<file path="config.mk">
export PLATFORM = sky130hd
export DESIGN_NAME = dma_rsp_top
export DESIGN_NICKNAME = d
export VERILOG_FILES = /design/src/logic/dma_rsp_pkg.sv /design/src/logic/rc_desc_decode.sv /design/src/logic/rsp_converter.sv /design/src/logic/rsp_distributor.sv /design/src/logic/dma_rsp_top.sv
export SDC_FILE = /design/constraint.sdc
export NUM_CORES = 1
export LEC_CHECK = 0
export BUFFER_PORTS_ARGS = -buffer_cell sky130_fd_sc_hd__buf_2
export CORE_AREA = 4 4 405 407
export CTS_CLUSTER_SIZE = 16
export DETAILED_ROUTE_END_ITERATION = 10
export DIE_AREA = 0 0 409 411
export PLACE_DENSITY_LB_ADDON = 0.08
export SETUP_SLACK_MARGIN = 0.15
export SKIP_CTS_REPAIR_TIMING = 1
export SLEW_MARGIN = 5
export SYNTH_ARGS = -nofsm -noshare
export SYNTH_HDL_FRONTEND = slang
export SYNTH_HIERARCHICAL = 1
export SYNTH_SLANG_ARGS = --single-unit
</file>
<file path="constraint.sdc">
create_clock -name dma_clk -period 8.85 [get_ports dma_clk]
set_clock_uncertainty 0.2 [all_clocks]
set_input_delay 1.77 -clock dma_clk [delete_from_list [all_inputs] [get_ports dma_clk]]
set_output_delay 1.77 -clock dma_clk [all_outputs]
set_load 0.03 [all_outputs]
</file>
<file path="src/logic/dma_rsp_pkg.sv">
package dma_rsp_pkg;

    // **********************************************************************
    // widths
    // **********************************************************************
    localparam int dma_data_w = 256;             // stream beat
    localparam int dma_keep_w = 8;               // one bit per dword, also dwords per beat
    localparam int dw_len_w   = 11;
    localparam int tag_w      = 8;
    localparam int addr_w     = 64;
    localparam int rsp_user_w = 128;
    localparam int hdr_dw     = 3;               // descriptor dwords in the first beat
    localparam int hdr_w      = hdr_dw * 32;
    localparam int hold_w     = dma_data_w - hdr_w;  // upper part kept between beats

    // converter states, one-hot
    localparam logic [2:0] st_idle = 3'b001;     // take descriptor beat, no output
    localparam logic [2:0] st_rsp  = 3'b010;     // merged beats
    localparam logic [2:0] st_last = 3'b100;     // final merged or hold-only beat

    // **********************************************************************
    // completion descriptor, msb first so bit positions match the wire
    // **********************************************************************
    typedef struct packed {
        logic              rsvd_95;
        logic [2:0]        attr;
        logic [2:0]        tc;
        logic              rsvd_88;
        logic [15:0]       completer_id;
        logic [tag_w-1:0]  tag;                  // 71:64
        logic [15:0]       requester_id;
        logic              rsvd_47;
        logic              poisoned;
        logic [2:0]        cpl_status;
        logic [10:0]       dw_count;             // 42:32
        logic              rsvd_31;
        logic              req_cpl;              // 30, request completed
        logic              locked;
        logic [12:0]       byte_count;           // 28:16
        logic [3:0]        error_code;
        logic [11:0]       lower_addr;           // 11:0
    } rc_desc_t;

    // first beat, read as descriptor + payload or as plain dwords
    typedef union packed {
        struct packed {
            logic [hold_w-1:0] payload;
            rc_desc_t          desc;
        } hdr;
        logic [dma_keep_w-1:0][31:0] dw;
    } rc_first_beat_u;

    typedef struct packed {
        logic                  valid;
        logic                  last;
        logic [dma_data_w-1:0] data;
        logic [dma_keep_w-1:0] keep;
    } rc_beat_t;

    // per-packet sideband, rsp_user_w bits
    typedef struct packed {
        logic [22:0]         rsvd_hi;
        logic                req_cpl;
        logic [tag_w-1:0]    tag;                // bit 7 picks the channel
        logic [addr_w-1:0]   addr;
        logic [12:0]         rsvd_lo;
        logic [dw_len_w-1:0] dw_len;
        logic [3:0]          first_be;
        logic [3:0]          last_be;
    } rsp_user_t;

    typedef struct packed {
        logic                  valid;
        logic                  last;
        logic [dma_data_w-1:0] data;
        rsp_user_t             user;
        logic [dma_keep_w-1:0] keep;
    } rsp_beat_t;

endpackage

</file>
<file path="src/logic/rc_desc_decode.sv">
`timescale 1ns/1ps

module rc_desc_decode import dma_rsp_pkg::*; (
    input  rc_first_beat_u      beat,
    output rsp_user_t           user,
    output logic [dw_len_w-1:0] dw_len,
    output logic                tail_in_hold
);

    rc_desc_t   desc;
    logic [1:0] end_off;   // byte offset just past the last payload byte
    logic [3:0] first_be;
    logic [3:0] last_be;

    assign desc    = beat.hdr.desc;
    assign dw_len  = desc.dw_count;
    assign end_off = desc.lower_addr[1:0] + desc.byte_count[1:0];  // wraps mod 4

    // byte enables of the first and last dword
    always_comb begin
        first_be = 4'b1111 << desc.lower_addr[1:0];
        if (!desc.req_cpl) begin
            last_be = 4'b1111;               // more completions follow, full dword
        end else begin
            case (end_off)
                2'd1:    last_be = 4'b0001;
                2'd2:    last_be = 4'b0011;
                2'd3:    last_be = 4'b0111;
                default: last_be = 4'b1111;
            endcase
        end
    end

    always_comb begin
        user          = '0;
        user.req_cpl  = desc.req_cpl;
        user.tag      = desc.tag;
        user.addr     = {{(addr_w - 12){1'b0}}, desc.lower_addr[11:2], 2'b00};
        user.dw_len   = desc.dw_count;
        if (desc.dw_count == dw_len_w'(1)) begin
            // single dword, both enables land on it
            user.first_be = first_be & last_be;
            user.last_be  = 4'b0000;
        end else begin
            user.first_be = first_be;
            user.last_be  = last_be;
        end
    end

    // 1..5 dwords left over sit fully inside the held 160 bits
    assign tail_in_hold = (dw_len[2:0] != 3'd0) && (dw_len[2:0] <= 3'd5);

endmodule

</file>
<file path="src/logic/rsp_converter.sv">
`timescale 1ns/1ps

module rsp_converter import dma_rsp_pkg::*; (
    input  logic      dma_clk,
    input  logic      rst_n,
    input  rc_beat_t  rc_in,
    output logic      rc_ready,
    output rsp_beat_t cnv_out,
    input  logic      cnv_ready
);

    // **********************************************************************
    // declarations
    // **********************************************************************
    rc_first_beat_u        in_beat;     // current input word, two views
    rsp_user_t             dec_user;    // sideband decoded from a first beat
    logic [dw_len_w-1:0]   dec_dw_len;
    logic                  dec_tail;

    logic [2:0]            state_q;
    logic [2:0]            state_d;
    logic                  is_idle;
    logic                  is_rsp;
    logic                  is_last;

    rsp_user_t             user_q;      // sideband of the packet in flight
    logic [dw_len_w-1:0]   dw_left_q;   // dwords not yet sent
    logic                  tail_q;      // packet ends in a hold-only beat
    logic [hold_w-1:0]     hold_q;      // upper 160 bits of the last accepted beat

    logic                  rc_fire;
    logic                  cnv_fire;
    logic                  out_valid;
    logic                  hold_only;
    logic [dma_data_w-1:0] out_data;
    logic [dma_keep_w-1:0] out_keep;

    assign in_beat = rc_in.data;

    rc_desc_decode desc_dec_i (
        .beat         (in_beat),
        .user         (dec_user),
        .dw_len       (dec_dw_len),
        .tail_in_hold (dec_tail)
    );

    assign is_idle = (state_q == st_idle);
    assign is_rsp  = (state_q == st_rsp);
    assign is_last = (state_q == st_last);

    assign hold_only = is_last & tail_q;   // extra beat from hold_q alone

    // **********************************************************************
    // handshake
    // **********************************************************************
    // idle always takes the descriptor beat, hold-only beat takes nothing
    assign rc_ready  = is_idle | ((is_rsp | (is_last & ~tail_q)) & cnv_ready);
    assign out_valid = (is_rsp & rc_in.valid) | (is_last & (tail_q | rc_in.valid));
    assign rc_fire   = rc_in.valid & rc_ready;
    assign cnv_fire  = out_valid & cnv_ready;

    // **********************************************************************
    // fsm
    // **********************************************************************
    always_comb begin
        state_d = state_q;
        case (state_q)
            st_idle: begin
                if (rc_fire) begin
                    // one output beat in total -> straight to last
                    if (dec_dw_len <= dw_len_w'(dma_keep_w)) begin
                        state_d = st_last;
                    end else begin
                        state_d = st_rsp;
                    end
                end
            end
            st_rsp: begin
                // after this beat at most one beat is left
                if (cnv_fire && (dw_left_q <= dw_len_w'(2 * dma_keep_w))) begin
                    state_d = st_last;
                end
            end
            st_last: begin
                if (cnv_fire) begin
                    state_d = st_idle;
                end
            end
            default: state_d = st_idle;   // illegal one-hot code
        endcase
    end

    always_ff @(posedge dma_clk or negedge rst_n) begin
        if (!rst_n) begin
            state_q <= st_idle;
        end else begin
            state_q <= state_d;
        end
    end

    // **********************************************************************
    // per-packet state
    // **********************************************************************
    always_ff @(posedge dma_clk or negedge rst_n) begin
        if (!rst_n) begin
            user_q    <= '0;
            dw_left_q <= '0;
            tail_q    <= 1'b0;
        end else if (is_idle && rc_fire) begin
            user_q    <= dec_user;            // descriptor beat
            dw_left_q <= dec_dw_len;
            tail_q    <= dec_tail;
        end else if (cnv_fire) begin
            dw_left_q <= dw_left_q - dw_len_w'(dma_keep_w);  // eight dwords out
        end
    end

    // payload carried over to the next output beat
    always_ff @(posedge dma_clk) begin
        if (rc_fire) begin
            hold_q <= in_beat.dw[dma_keep_w-1:hdr_dw];
        end
    end

    // **********************************************************************
    // output beat
    // **********************************************************************
    always_comb begin
        if (hold_only) begin
            out_data = {{hdr_w{1'b0}}, hold_q};
        end else begin
            out_data = {in_beat.dw[hdr_dw-1:0], hold_q};   // low 3 dwords go on top
        end
    end

    // low min(8, dw_left) lanes
    always_comb begin
        for (int i = 0; i < dma_keep_w; i++) begin
            out_keep[i] = (dw_left_q > dw_len_w'(i));
        end
    end

    always_comb begin
        cnv_out.valid = out_valid;
        cnv_out.last  = out_valid & is_last;
        cnv_out.data  = out_data;
        cnv_out.user  = out_valid ? user_q : rsp_user_t'({rsp_user_w{1'b0}});
        cnv_out.keep  = out_keep;
    end

endmodule

</file>
<file path="src/logic/rsp_distributor.sv">
`timescale 1ns/1ps

module rsp_distributor import dma_rsp_pkg::*; (
    input  logic      dma_clk,
    input  logic      rst_n,
    input  rsp_beat_t cnv_out,
    output logic      cnv_ready,
    output rsp_beat_t ch0_out,
    input  logic      ch0_ready,
    output rsp_beat_t ch1_out,
    input  logic      ch1_ready
);

    // **********************************************************************
    // route selection
    // **********************************************************************
    logic busy_q;     // inside a packet
    logic route_q;    // channel latched at the first beat
    logic tag_ch;     // channel named by the current beat
    logic sel;        // 0 -> ch0, 1 -> ch1
    logic cnv_fire;

    assign tag_ch = cnv_out.user.tag[tag_w-1];
    assign sel    = busy_q ? route_q : tag_ch;   // first beat routes directly

    // ready comes from the selected consumer only
    assign cnv_ready = sel ? ch1_ready : ch0_ready;
    assign cnv_fire  = cnv_out.valid & cnv_ready;

    // held until the last beat goes through
    always_ff @(posedge dma_clk or negedge rst_n) begin
        if (!rst_n) begin
            busy_q  <= 1'b0;
            route_q <= 1'b0;
        end else if (cnv_fire) begin
            if (cnv_out.last) begin
                busy_q  <= 1'b0;            // packet done
            end else if (!busy_q) begin
                busy_q  <= 1'b1;            // first beat of a multi-beat packet
                route_q <= tag_ch;
            end
        end
    end

    // **********************************************************************
    // channel outputs
    // **********************************************************************
    always_comb begin
        ch0_out = '0;   // unselected side stays all zero
        ch1_out = '0;
        if (sel) begin
            ch1_out = cnv_out;
        end else begin
            ch0_out = cnv_out;
        end
    end

endmodule

</file>
<file path="src/logic/dma_rsp_top.sv">
`timescale 1ns/1ps

module dma_rsp_top import dma_rsp_pkg::*; (
    input  logic      dma_clk,
    input  logic      rst_n,

    // completions from the pcie core
    input  rc_beat_t  rc_in,
    output logic      rc_ready,

    // read channel 0, tag bit 7 clear
    output rsp_beat_t ch0_out,
    input  logic      ch0_ready,

    // read channel 1, tag bit 7 set
    output rsp_beat_t ch1_out,
    input  logic      ch1_ready
);

    rsp_beat_t cnv_out;     // aligned packets
    logic      cnv_ready;

    // strip descriptor, realign payload
    rsp_converter converter_i (
        .dma_clk   (dma_clk),
        .rst_n     (rst_n),
        .rc_in     (rc_in),
        .rc_ready  (rc_ready),
        .cnv_out   (cnv_out),
        .cnv_ready (cnv_ready)
    );

    // split by tag
    rsp_distributor distributor_i (
        .dma_clk   (dma_clk),
        .rst_n     (rst_n),
        .cnv_out   (cnv_out),
        .cnv_ready (cnv_ready),
        .ch0_out   (ch0_out),
        .ch0_ready (ch0_ready),
        .ch1_out   (ch1_out),
        .ch1_ready (ch1_ready)
    );

endmodule

</file>
==> impl_metrics.csv, run 1 <==
group,metric,value,unit
worst_setup_path,cpPeakStageDelay,600,ps
sta,finalMaxSlewViolations,0,
sta,fin_hold_ws,263,ps
floorplanning,rows,147,
place,routabilityCongestion,0.785,
worst_setup_path,endpoint_kind,"output pin",
sta,finalCriticalPeriod,6920,ps
yosys,synth.distinct_cells,56,
yosys,synth-compound-area-share,0.0186,
place,io_buffers,1049,
routing,ant_nets,0,
finish,final_cell_area,27200,um2
worst_setup_path,critPathSlowestCell,"mux2i_4",
worst_hold_path,whs_path_depth,2,
worst_setup_path,r2r.worst_path.cells,10,
global_route,grt.total_usage,0.123,
routing,highest_layer,"met5",
yosys,synth_fa_ha_area_frac,0.00333,
worst_setup_path,cp.required,6880,ps
flow_run,max_cap_violations,0,
finish,num-fill-cells,18483,
clocking,insertion_delay,580,ps
routing,viasPerCell,3.22,
floorplanning,start_util,0.117,
pwr,leakage,13.7,nW
finish,instances_no_fill,5273,
floorplanning,fp.dieW,409,um
worst_setup_path,worstSetupPathType,"in2out",
sta,slew-limit-headroom,0.194,
floorplanning,coreArea,160000,um2
yosys,syn_area,18800,um2
yosys,synth.area.mux_share,0.00253,
status,status,"completed",
sta,worst_pin_slew,1210,ps
yosys,synth_xor_area_frac,0.000931,
clocking,numCtsBuffers,47,
sta,setup_tns,0,ps
clocking,cts_sinks,305,
worst_hold_path,hold_class,"reg2reg",
sta,hold_viol,0,
floorplanning,io_pins,1059,
global_route,grt_pass1_vias,16904,
clocking,path_clk_slew,50,ps
finish,utilization,0.170,
clocking,htreeDepth,2,
yosys,ys_seq_area_frac,0.448,
place,dp_slack,1840,ps
global_route,overflow,0,
routing,drtIter0Drc,786,
routing,routed-wl-met2,52300,um
sta,layout_worst_path_cycle_share,0.782,
yosys,synth_edf_count,160,
worst_setup_path,critPathLaunchType,"primary input",
global_route,grt_pass1_wl,146000,um
yosys,syn_avg_cell_area,8.86,um2
routing,drc,0,
place,placed_cell_area,25700,um2
yosys,synth_area_leaders,"edfxtp_1 (26%), dfrtp_1 (19%), and2_1 (17%)",
worst_setup_path,cp_cell_sequence,"buf_2, o21ai_1, o21ai_2, and2b_4, and2_1, mux2i_4, buf_12, buf_12, and2_1, buf_2",
routing,vias,16977,
global_route,grt_max_degree,186,
routing,routed_wl,109000,um
finish,drive_gt1_frac,0.373,
yosys,yosys.area.top_type_share,0.255,
place,dp.cells,5167,
finish,most-common-layout-cells,"buf_2 (1,048), and2_1 (521), nor2b_1 (496), nand2_1 (406), edfxtp_1 (160)",
sta,setup_viol,0,
finish,layout_commonest_cell,"buf_2",
floorplanning,die_h,411,um
yosys,synth_largest_area_cell,"edfxtp_1",
yosys,synthArstFlopShare,0.475,
yosys,synth_top_family_by_area,"simple AND/OR/NAND/NOR gates",
yosys,ys_warn_count,6,
place,hpwl,87000,um
pwr,ir_drop,0.176,mV
clocking,clockBufferDepth,3,
sta,rsz0062_at_grt,"no",
routing,first_pass_iters,4,
clocking,cts_tree,"yes",
yosys,ys_ff_latch,305,
routing,dr_wl_met3,9000,um
yosys,syn_inst,2124,
yosys,synth-simple-area-share,0.434,
finish,fin_nets,3331,
worst_setup_path,arrival,4950,ps
clocking,root_buffer,"clkbuf_16",
sta,fmax,144,MHz
yosys,synth-main-ff-cell,"edfxtp_1",
routing,wl_met1,45000,um
finish,area_delta_synth_final,44.7,%
global_route,antenna_found_initial,65,
routing,wire_per_inst,20.7,um
pwr,power_density,350,nW/um2
sta,layout_setup_ws,1930,ps
floorplanning,dieArea,168000,um2
worst_setup_path,critical_path_peak_fanout,185,
pwr,p_total,9.52,mW
[kinds of logic after synthesis]
family	Yosys count
mux	4
fa+ha+maj	5
compound gates	48
simple gates	1470
flops	305
buf+inv	289
other cells	1
xor+xnor	2
[flip-flops by register name (all words and copies together), names as in the netlist]
signal,cells
distributor_i/route_q,1
converter_i/tail_q,1
converter_i/hold_q,160
distributor_i/busy_q,1
converter_i/state_q,3
converter_i/user_q,128
converter_i/dw_left_q,11
[layout make-up]
| type | count | area (um2) | area share |
|---|---|---|---|
| multi-input cells | 1619 | 9000 | 0.330 |
| flip-flops and latches | 305 | 8430 | 0.310 |
| repair buffers | 1073 | 5550 | 0.204 |
| well taps | 2160 | 2700 | 0.0992 |
| clock buffers | 67 | 1310 | 0.0482 |
| clock inverters | 17 | 143 | 0.00524 |
| diodes | 22 | 55.1 | 0.00202 |
| inverters | 10 | 37.5 | 0.00138 |
[where the power goes]
| part | internal (mW) | switching (mW) |
|---|---|---|
| Combinational | 1.38 | 3.98 |
| Sequential | 2.03 | 0.279 |
| Clock | 1.08 | 0.763 |
[path summary, 6_finish.rpt]
kind	endpoint	from	slack, ps
max	ch0_out[149]	rc_in[265]	1930
min	converter_i/user_q[3]$_DFFE_PN0P_	converter_i/user_q[3]$_DFFE_PN0P_	260
max reg2reg	converter_i/hold_q[28]$_DFFE_PP_	converter_i/state_q[2]$_DFFE_PN0P_	4200
min reg2reg	converter_i/user_q[3]$_DFFE_PN0P_	converter_i/user_q[3]$_DFFE_PN0P_	260
max in group asynchronous	converter_i/user_q[127]$_DFFE_PN0P_	rst_n	6390
min in group asynchronous	converter_i/user_q[19]$_DFFE_PN0P_	rst_n	920
[synth_stat cells (2+ instances only)]
library cell  count
nor2_1           10
a21boi_0          2
a31oi_1           3
nand3_1           8
and2_1          523
nor2b_1         496
nor3_1            7
buf_2            33
nand2_1         406
clkbuf_1         62
o22ai_1           3
clkbuf_2         34
dfrtp_1         144
and3_1            5
and2b_1           2
mux2_2            2
ha_1              5
a221o_1           3
edfxtp_1        160
o211ai_1          3
o21ai_0          10
inv_1             9
buf_4           149
nand3b_1          2
o221a_2           2
nor4_1            4
a21oi_1           8
[metal layers]
metal  global-route usage  up-vias
met5                    0        -
met3               0.0420      150
met2                0.209      660
li1                     -     8260
met4               0.0304       18
met1                0.148     7889
[worst max-delay path, delay by kind of cell]
family / cells / cell delay, ps
buffers and inverters: 4 / 1160
AOI/OAI and AO/OA: 2 / 280
and+or+nand+nor: 3 / 910
muxes: 1 / 600
Note: power is estimated with default switching activity, not from simulation.
==> run 2, diff against run 1 <==
clock period = 7.3 ns   (was 8.85 ns; I/O delays follow)
==> impl_metrics.csv, run 2 (synthesis gave the netlist of run 1 again) <==
group,metric,value,unit
pwr,pwr-share-seq,0.242,
global_route,grt_pass1_wl,144000,um
pwr,p_int,5.47,mW
finish,drive_gt1_frac,0.375,
sta,fmax,174,MHz
worst_setup_path,cpPeakStageDelay,470,ps
pwr,clkPwrFrac,0.194,
pwr,p_total,11.5,mW
clocking,numCtsBuffers,47,
global_route,grt.total_usage,0.121,
routing,first_pass_iters,4,
flow_run,max_cap_violations,0,
floorplanning,coreArea,160000,um2
routing,routed_wl,108000,um
sta,rsz0062_at_grt,"no",
routing,drtIter0Drc,823,
sta,finalMaxSlewViolations,0,
sta,worst_pin_slew,1090,ps
worst_setup_path,cp_num_buf_inv,4,
worst_setup_path,cp_cell_sequence,"buf_2, o21ai_1, o21ai_2, and2b_4, and2_1, mux2i_4, buf_12, buf_12, and2_1, buf_2",
place,io_buffers,1049,
sta,setup_tns,0,ps
finish,fin_nets,3332,
sta,setup_viol,0,
worst_setup_path,critPathLaunchType,"primary input",
pwr,p_sw_frac,0.526,
clocking,cts_sinks,305,
clocking,clockBufferDepth,3,
floorplanning,die_h,411,um
worst_setup_path,arrival,4090,ps
clocking,path_clk_slew,60,ps
global_route,grt_max_degree,146,
worst_setup_path,cp.required,5640,ps
routing,viasPerCell,3.20,
floorplanning,start_util,0.117,
pwr,power_density,423,nW/um2
worst_setup_path,cp_num_cells,10,
routing,vias,16852,
floorplanning,fp.dieW,409,um
finish,area_delta_synth_final,45.0,%
pwr,power_switching,6.07,mW
clocking,htreeDepth,2,
sta,hold_viol,0,
routing,drc,0,
finish,top_register,"converter_i/hold_q",
worst_hold_path,hold_class,"reg2reg",
pwr,leakage,13.7,nW
routing,ant_nets,0,
place,routabilityCongestion,0.814,
sta,slew-limit-headroom,0.271,
clocking,root_buffer,"clkbuf_16",
pwr,comb_power_share,0.564,
pwr,ir_drop,0.140,mV
finish,most-common-layout-cells,"buf_2 (1,048), and2_1 (521), nor2b_1 (496), nand2_1 (406), edfxtp_1 (160)",
finish,largestRegisters,"converter_i/hold_q: 160 flops, converter_i/user_q: 128 flops, converter_i/dw_left_q: 11 flops",
worst_hold_path,whs_path_depth,2,
worst_setup_path,r2r.worst_path.cells,10,
sta,finalCriticalPeriod,5750,ps
finish,largest_register_ff_count,160,
clocking,cts_tree,"yes",
worst_setup_path,worstSetupPathType,"in2out",
floorplanning,rows,147,
worst_setup_path,critPathTopFamily,"buffers and inverters",
floorplanning,io_pins,1059,
global_route,grt_pass1_vias,16833,
floorplanning,dieArea,168000,um2
global_route,overflow,0,
routing,wire_per_inst,20.4,um
finish,layout_commonest_cell,"buf_2",
place,hpwl,86200,um
sta,layout_worst_path_cycle_share,0.788,
global_route,antenna_found_initial,68,
worst_setup_path,critPathSlowestCell,"mux2i_4",
worst_setup_path,critical_path_peak_fanout,123,
clocking,insertion_delay,600,ps
worst_setup_path,endpoint_kind,"output pin",
status,status,"completed",
## run 2: cell count changes in the layout (fill, tap and decap cells not counted), moves of 2 or more
cell      delta
buf_12       +2
clkbuf_1     +2
clkinv_1     -6
clkinv_2     +3
diode_2      -6
## run 2: power by group through the flow
stage	clock, mW	combinational, mW	sequential (mW)
floorplan	0	4.54	2.69
global placement	0	6.77	2.83
detailed placement	0	6.70	2.84
CTS	2.38	6.72	2.81
global route	2.44	7.05	2.88
finish	2.24	6.51	2.80
## run 2: area by class of cell
type	count	area (um2)
fill	18357	133000
tap	2160	2700
clock inverter	16	146
clock buffer	70	1330
timing repair buffer	1074	5580
inverter	10	37.5
antenna	16	40.0
sequential	305	8430
multi-input combinational	1619	9000
## run 2: final timing paths
path,start,end,slack [ps]
worst max register to register,converter_i/state_q[1]$_DFFE_PN0P_,converter_i/hold_q[0]$_DFFE_PP_,3350
worst min register to register,converter_i/user_q[40]$_DFFE_PN0P_,converter_i/user_q[40]$_DFFE_PN0P_,260
min in group asynchronous,rst_n,converter_i/user_q[17]$_DFFE_PN0P_,570
worst min-delay path,converter_i/user_q[40]$_DFFE_PN0P_,converter_i/user_q[40]$_DFFE_PN0P_,260
max in group asynchronous,rst_n,converter_i/user_q[90]$_DFFE_PN0P_,5190
worst max-delay path,rc_in[265],ch0_out[59],1550
## run 2: per-layer routing
metal / part of all wire / global-route usage / routed length, um
met1: 0.41 / 0.146 / 44500
met2: 0.48 / 0.207 / 51900
met3: 0.082 / 0.0435 / 8870
met4: 0.020 / 0.0254 / 2180
met5: 0.0017 / 0 / 184
## run 2: stage by stage
step           setup WS [ps]  instances  cell area, um2  hold WS (ps)   util
6_report                1550       5270           27300           263  0.170
5_1_grt                 1290       5256           27200           284  0.170
4_1_cts                 1470       5254           27200           270  0.170
3_5_place_dp            1470       5168           25800           254  0.161
3_3_place_gp            1520       5168           25800           255  0.161
2_1_floorplan            798       2213           19100           237      -
## run 2: worst register-to-register path, cell delays in order (launching register included)
cell	delay, ps
dfrtp_1	480
nand3b_1	150
o21ai_2	120
and2b_4	210
and2_1	230
mux2i_4	470
mux2_1	310
a31oi_1	100
o21ai_0	270
and2_4	590
buf_12	430
==> run 3, diff against run 2 <==
clock period = 5.65 ns   (was 7.3 ns; I/O delays follow)
==> impl_metrics.csv, run 3 (synthesis gave the netlist of run 1 again) <==
group,metric,value,unit
pwr,power_density,559,nW/um2
worst_setup_path,critPathSlowestCell,"nor2b_1",
finish,instances_no_fill,5289,
worst_setup_path,cp_num_cells,10,
routing,routed_wl,115000,um
routing,vias,16980,
clocking,cts_tree,"yes",
global_route,antenna_found_initial,78,
finish,largestRegisters,"converter_i/hold_q: 160 flops, converter_i/user_q: 128 flops, converter_i/dw_left_q: 11 flops",
worst_setup_path,r2r.worst_path.cells,10,
clocking,insertion_delay,600,ps
worst_setup_path,cp_num_buf_inv,4,
finish,final_cell_area,27500,um2
routing,wire_per_inst,21.7,um
worst_hold_path,whs_path_depth,2,
pwr,pwr-share-seq,0.237,
global_route,grt_pass1_wl,152000,um
global_route,grt.total_usage,0.130,
sta,finalCriticalPeriod,4840,ps
worst_hold_path,hold_class,"reg2reg",
finish,area_delta_synth_final,46.4,%
sta,rsz0062_at_grt,"no",
worst_setup_path,r2r_slack,1940,ps
clocking,path_clk_slew,50,ps
worst_setup_path,cpPeakStageDelay,350,ps
global_route,grt_pass1_vias,16956,
sta,layout_worst_path_cycle_share,0.857,
pwr,p_int,7.40,mW
place,hpwl,92100,um
sta,fmax,207,MHz
floorplanning,start_util,0.117,
finish,top_register,"converter_i/hold_q",
routing,drc,0,
place,placed_cell_area,25800,um2
worst_setup_path,setup.worst_path.end,"ch1_out[182]",
worst_setup_path,rr_startpoint,"converter_i/state_q[2]$_DFFE_PN0P_",
pwr,leakage,13.8,nW
floorplanning,die_h,411,um
clocking,cts_sinks,305,
pwr,p_sw_frac,0.519,
worst_setup_path,endpoint_kind,"output pin",
finish,most-common-layout-cells,"buf_2 (1,048), and2_1 (521), nor2b_1 (496), nand2_1 (406), edfxtp_1 (160)",
status,status,"completed",
finish,largest_register_ff_count,160,
global_route,grt_max_degree,151,
floorplanning,rows,147,
pwr,power_switching,7.98,mW
place,io_buffers,1049,
floorplanning,io_pins,1059,
floorplanning,dieArea,168000,um2
worst_setup_path,critPathLaunchType,"primary input",
sta,worst_pin_slew,891,ps
routing,drtIter0Drc,883,
floorplanning,fp.dieW,409,um
clocking,numCtsBuffers,47,
pwr,ir_drop,0.216,mV
global_route,overflow,0,
floorplanning,coreArea,160000,um2
routing,ant_nets,0,
worst_setup_path,startpoint,"rc_in[265]",
worst_setup_path,critPathTopFamily,"buffers and inverters",
finish,layout_commonest_cell,"buf_2",
finish,fin_nets,3334,
finish,drive_gt1_frac,0.376,
clocking,clockBufferDepth,3,
sta,setup_viol,0,
flow_run,max_cap_violations,0,
clocking,root_buffer,"clkbuf_16",
worst_setup_path,worstSetupPathType,"in2out",
routing,first_pass_iters,5,
routing,viasPerCell,3.21,
place,routabilityCongestion,0.816,
sta,hold_viol,0,
pwr,clkPwrFrac,0.210,
worst_setup_path,r2r_end,"converter_i/hold_q[136]$_DFFE_PP_",
place,dp.cells,5170,
worst_setup_path,cp_cell_sequence,"buf_2, o21ai_1, o21ai_2, and2b_4, and2_1, mux2i_4, buf_12, buf_12, nor2b_1, buf_2",
worst_setup_path,critical_path_peak_fanout,131,
worst_setup_path,arrival,3510,ps
pwr,comb_power_share,0.553,
sta,slew-limit-headroom,0.406,
sta,finalMaxSlewViolations,0,
sta,layout_setup_ws,808,ps
place,dp_slack,843,ps
sta,setup_tns,0,ps
worst_setup_path,cp.required,4320,ps
clocking,htreeDepth,2,
[run 3: cell types whose count changed in the layout (fill, tap and decap cells not counted)]
| cell | change |
|---|---|
| diode_2 | +21 |
| clkbuf_1 | -9 |
| bufinv_16 | +8 |
| clkinv_2 | -3 |
| buf_12 | +2 |
| clkinv_1 | +2 |
| clkinvlp_4 | -2 |
| clkbuf_16 | -1 |
| clkbuf_8 | +1 |
| clkinv_4 | +1 |
| inv_4 | -1 |
[run 3: per-layer routing]
layer,share of wire,GRT usage
met1,0.41,0.162
met3,0.087,0.0402
met4,0.023,0.0309
met5,0.00044,0
met2,0.48,0.219
[run 3: through the flow]
| step | utilization | power, mW | hold WS (ps) |
|---|---|---|---|
| floorplan | - | 9.33 | 237 |
| global placement | 0.161 | 12.5 | 254 |
| detailed placement | 0.161 | 12.5 | 256 |
| CTS | 0.171 | 15.9 | 270 |
| global route | 0.171 | 16.4 | 282 |
| finish | 0.172 | 15.4 | 263 |
[run 3: cell type report]
type / instances / area (um2)
Antenna cell: 37 / 92.6
Clock buffer: 61 / 1290
Clock inverter: 21 / 367
Fill cell: 18321 / 133000
Inverter: 10 / 37.5
Multi-Input combinational cell: 1619 / 9000
Sequential cell: 305 / 8430
Tap cell: 2160 / 2700
Timing Repair Buffer: 1076 / 5620
[run 3: worst reg2reg max path, cell delays in order (launching register included)]
cell and delay [ps]:
dfrtp_1 440, o21ai_1 110, o21ai_2 300, and2b_4 230, and2_1 250, mux2i_4 120, mux2_1 320, a31oi_1 120
o21ai_0 270, and2_4 480, buf_4 510
[run 3: how the worst min path moves through the flow]
stage	slack (ps)	to	from
3_5_place_dp	260	converter_i/user_q[95]$_DFFE_PN0P_	converter_i/user_q[95]$_DFFE_PN0P_
2_1_floorplan	240	converter_i/user_q[0]$_DFFE_PN0P_	converter_i/user_q[0]$_DFFE_PN0P_
5_1_grt	280	converter_i/user_q[107]$_DFFE_PN0P_	converter_i/user_q[107]$_DFFE_PN0P_
3_3_place_gp	250	converter_i/user_q[81]$_DFFE_PN0P_	converter_i/user_q[81]$_DFFE_PN0P_
4_1_cts	270	converter_i/user_q[95]$_DFFE_PN0P_	converter_i/user_q[95]$_DFFE_PN0P_
6_report	260	converter_i/user_q[65]$_DFFE_PN0P_	converter_i/user_q[65]$_DFFE_PN0P_
[run 3: power groups by stage]
| stage | registers (mW) | logic (mW) | clock network (mW) |
|---|---|---|---|
| finish | 3.65 | 8.50 | 3.23 |
| global route | 3.77 | 9.19 | 3.48 |
| CTS | 3.68 | 8.79 | 3.40 |
| detailed placement | 3.71 | 8.75 | 0 |
| global placement | 3.71 | 8.83 | 0 |
| floorplan | 3.46 | 5.87 | 0 |
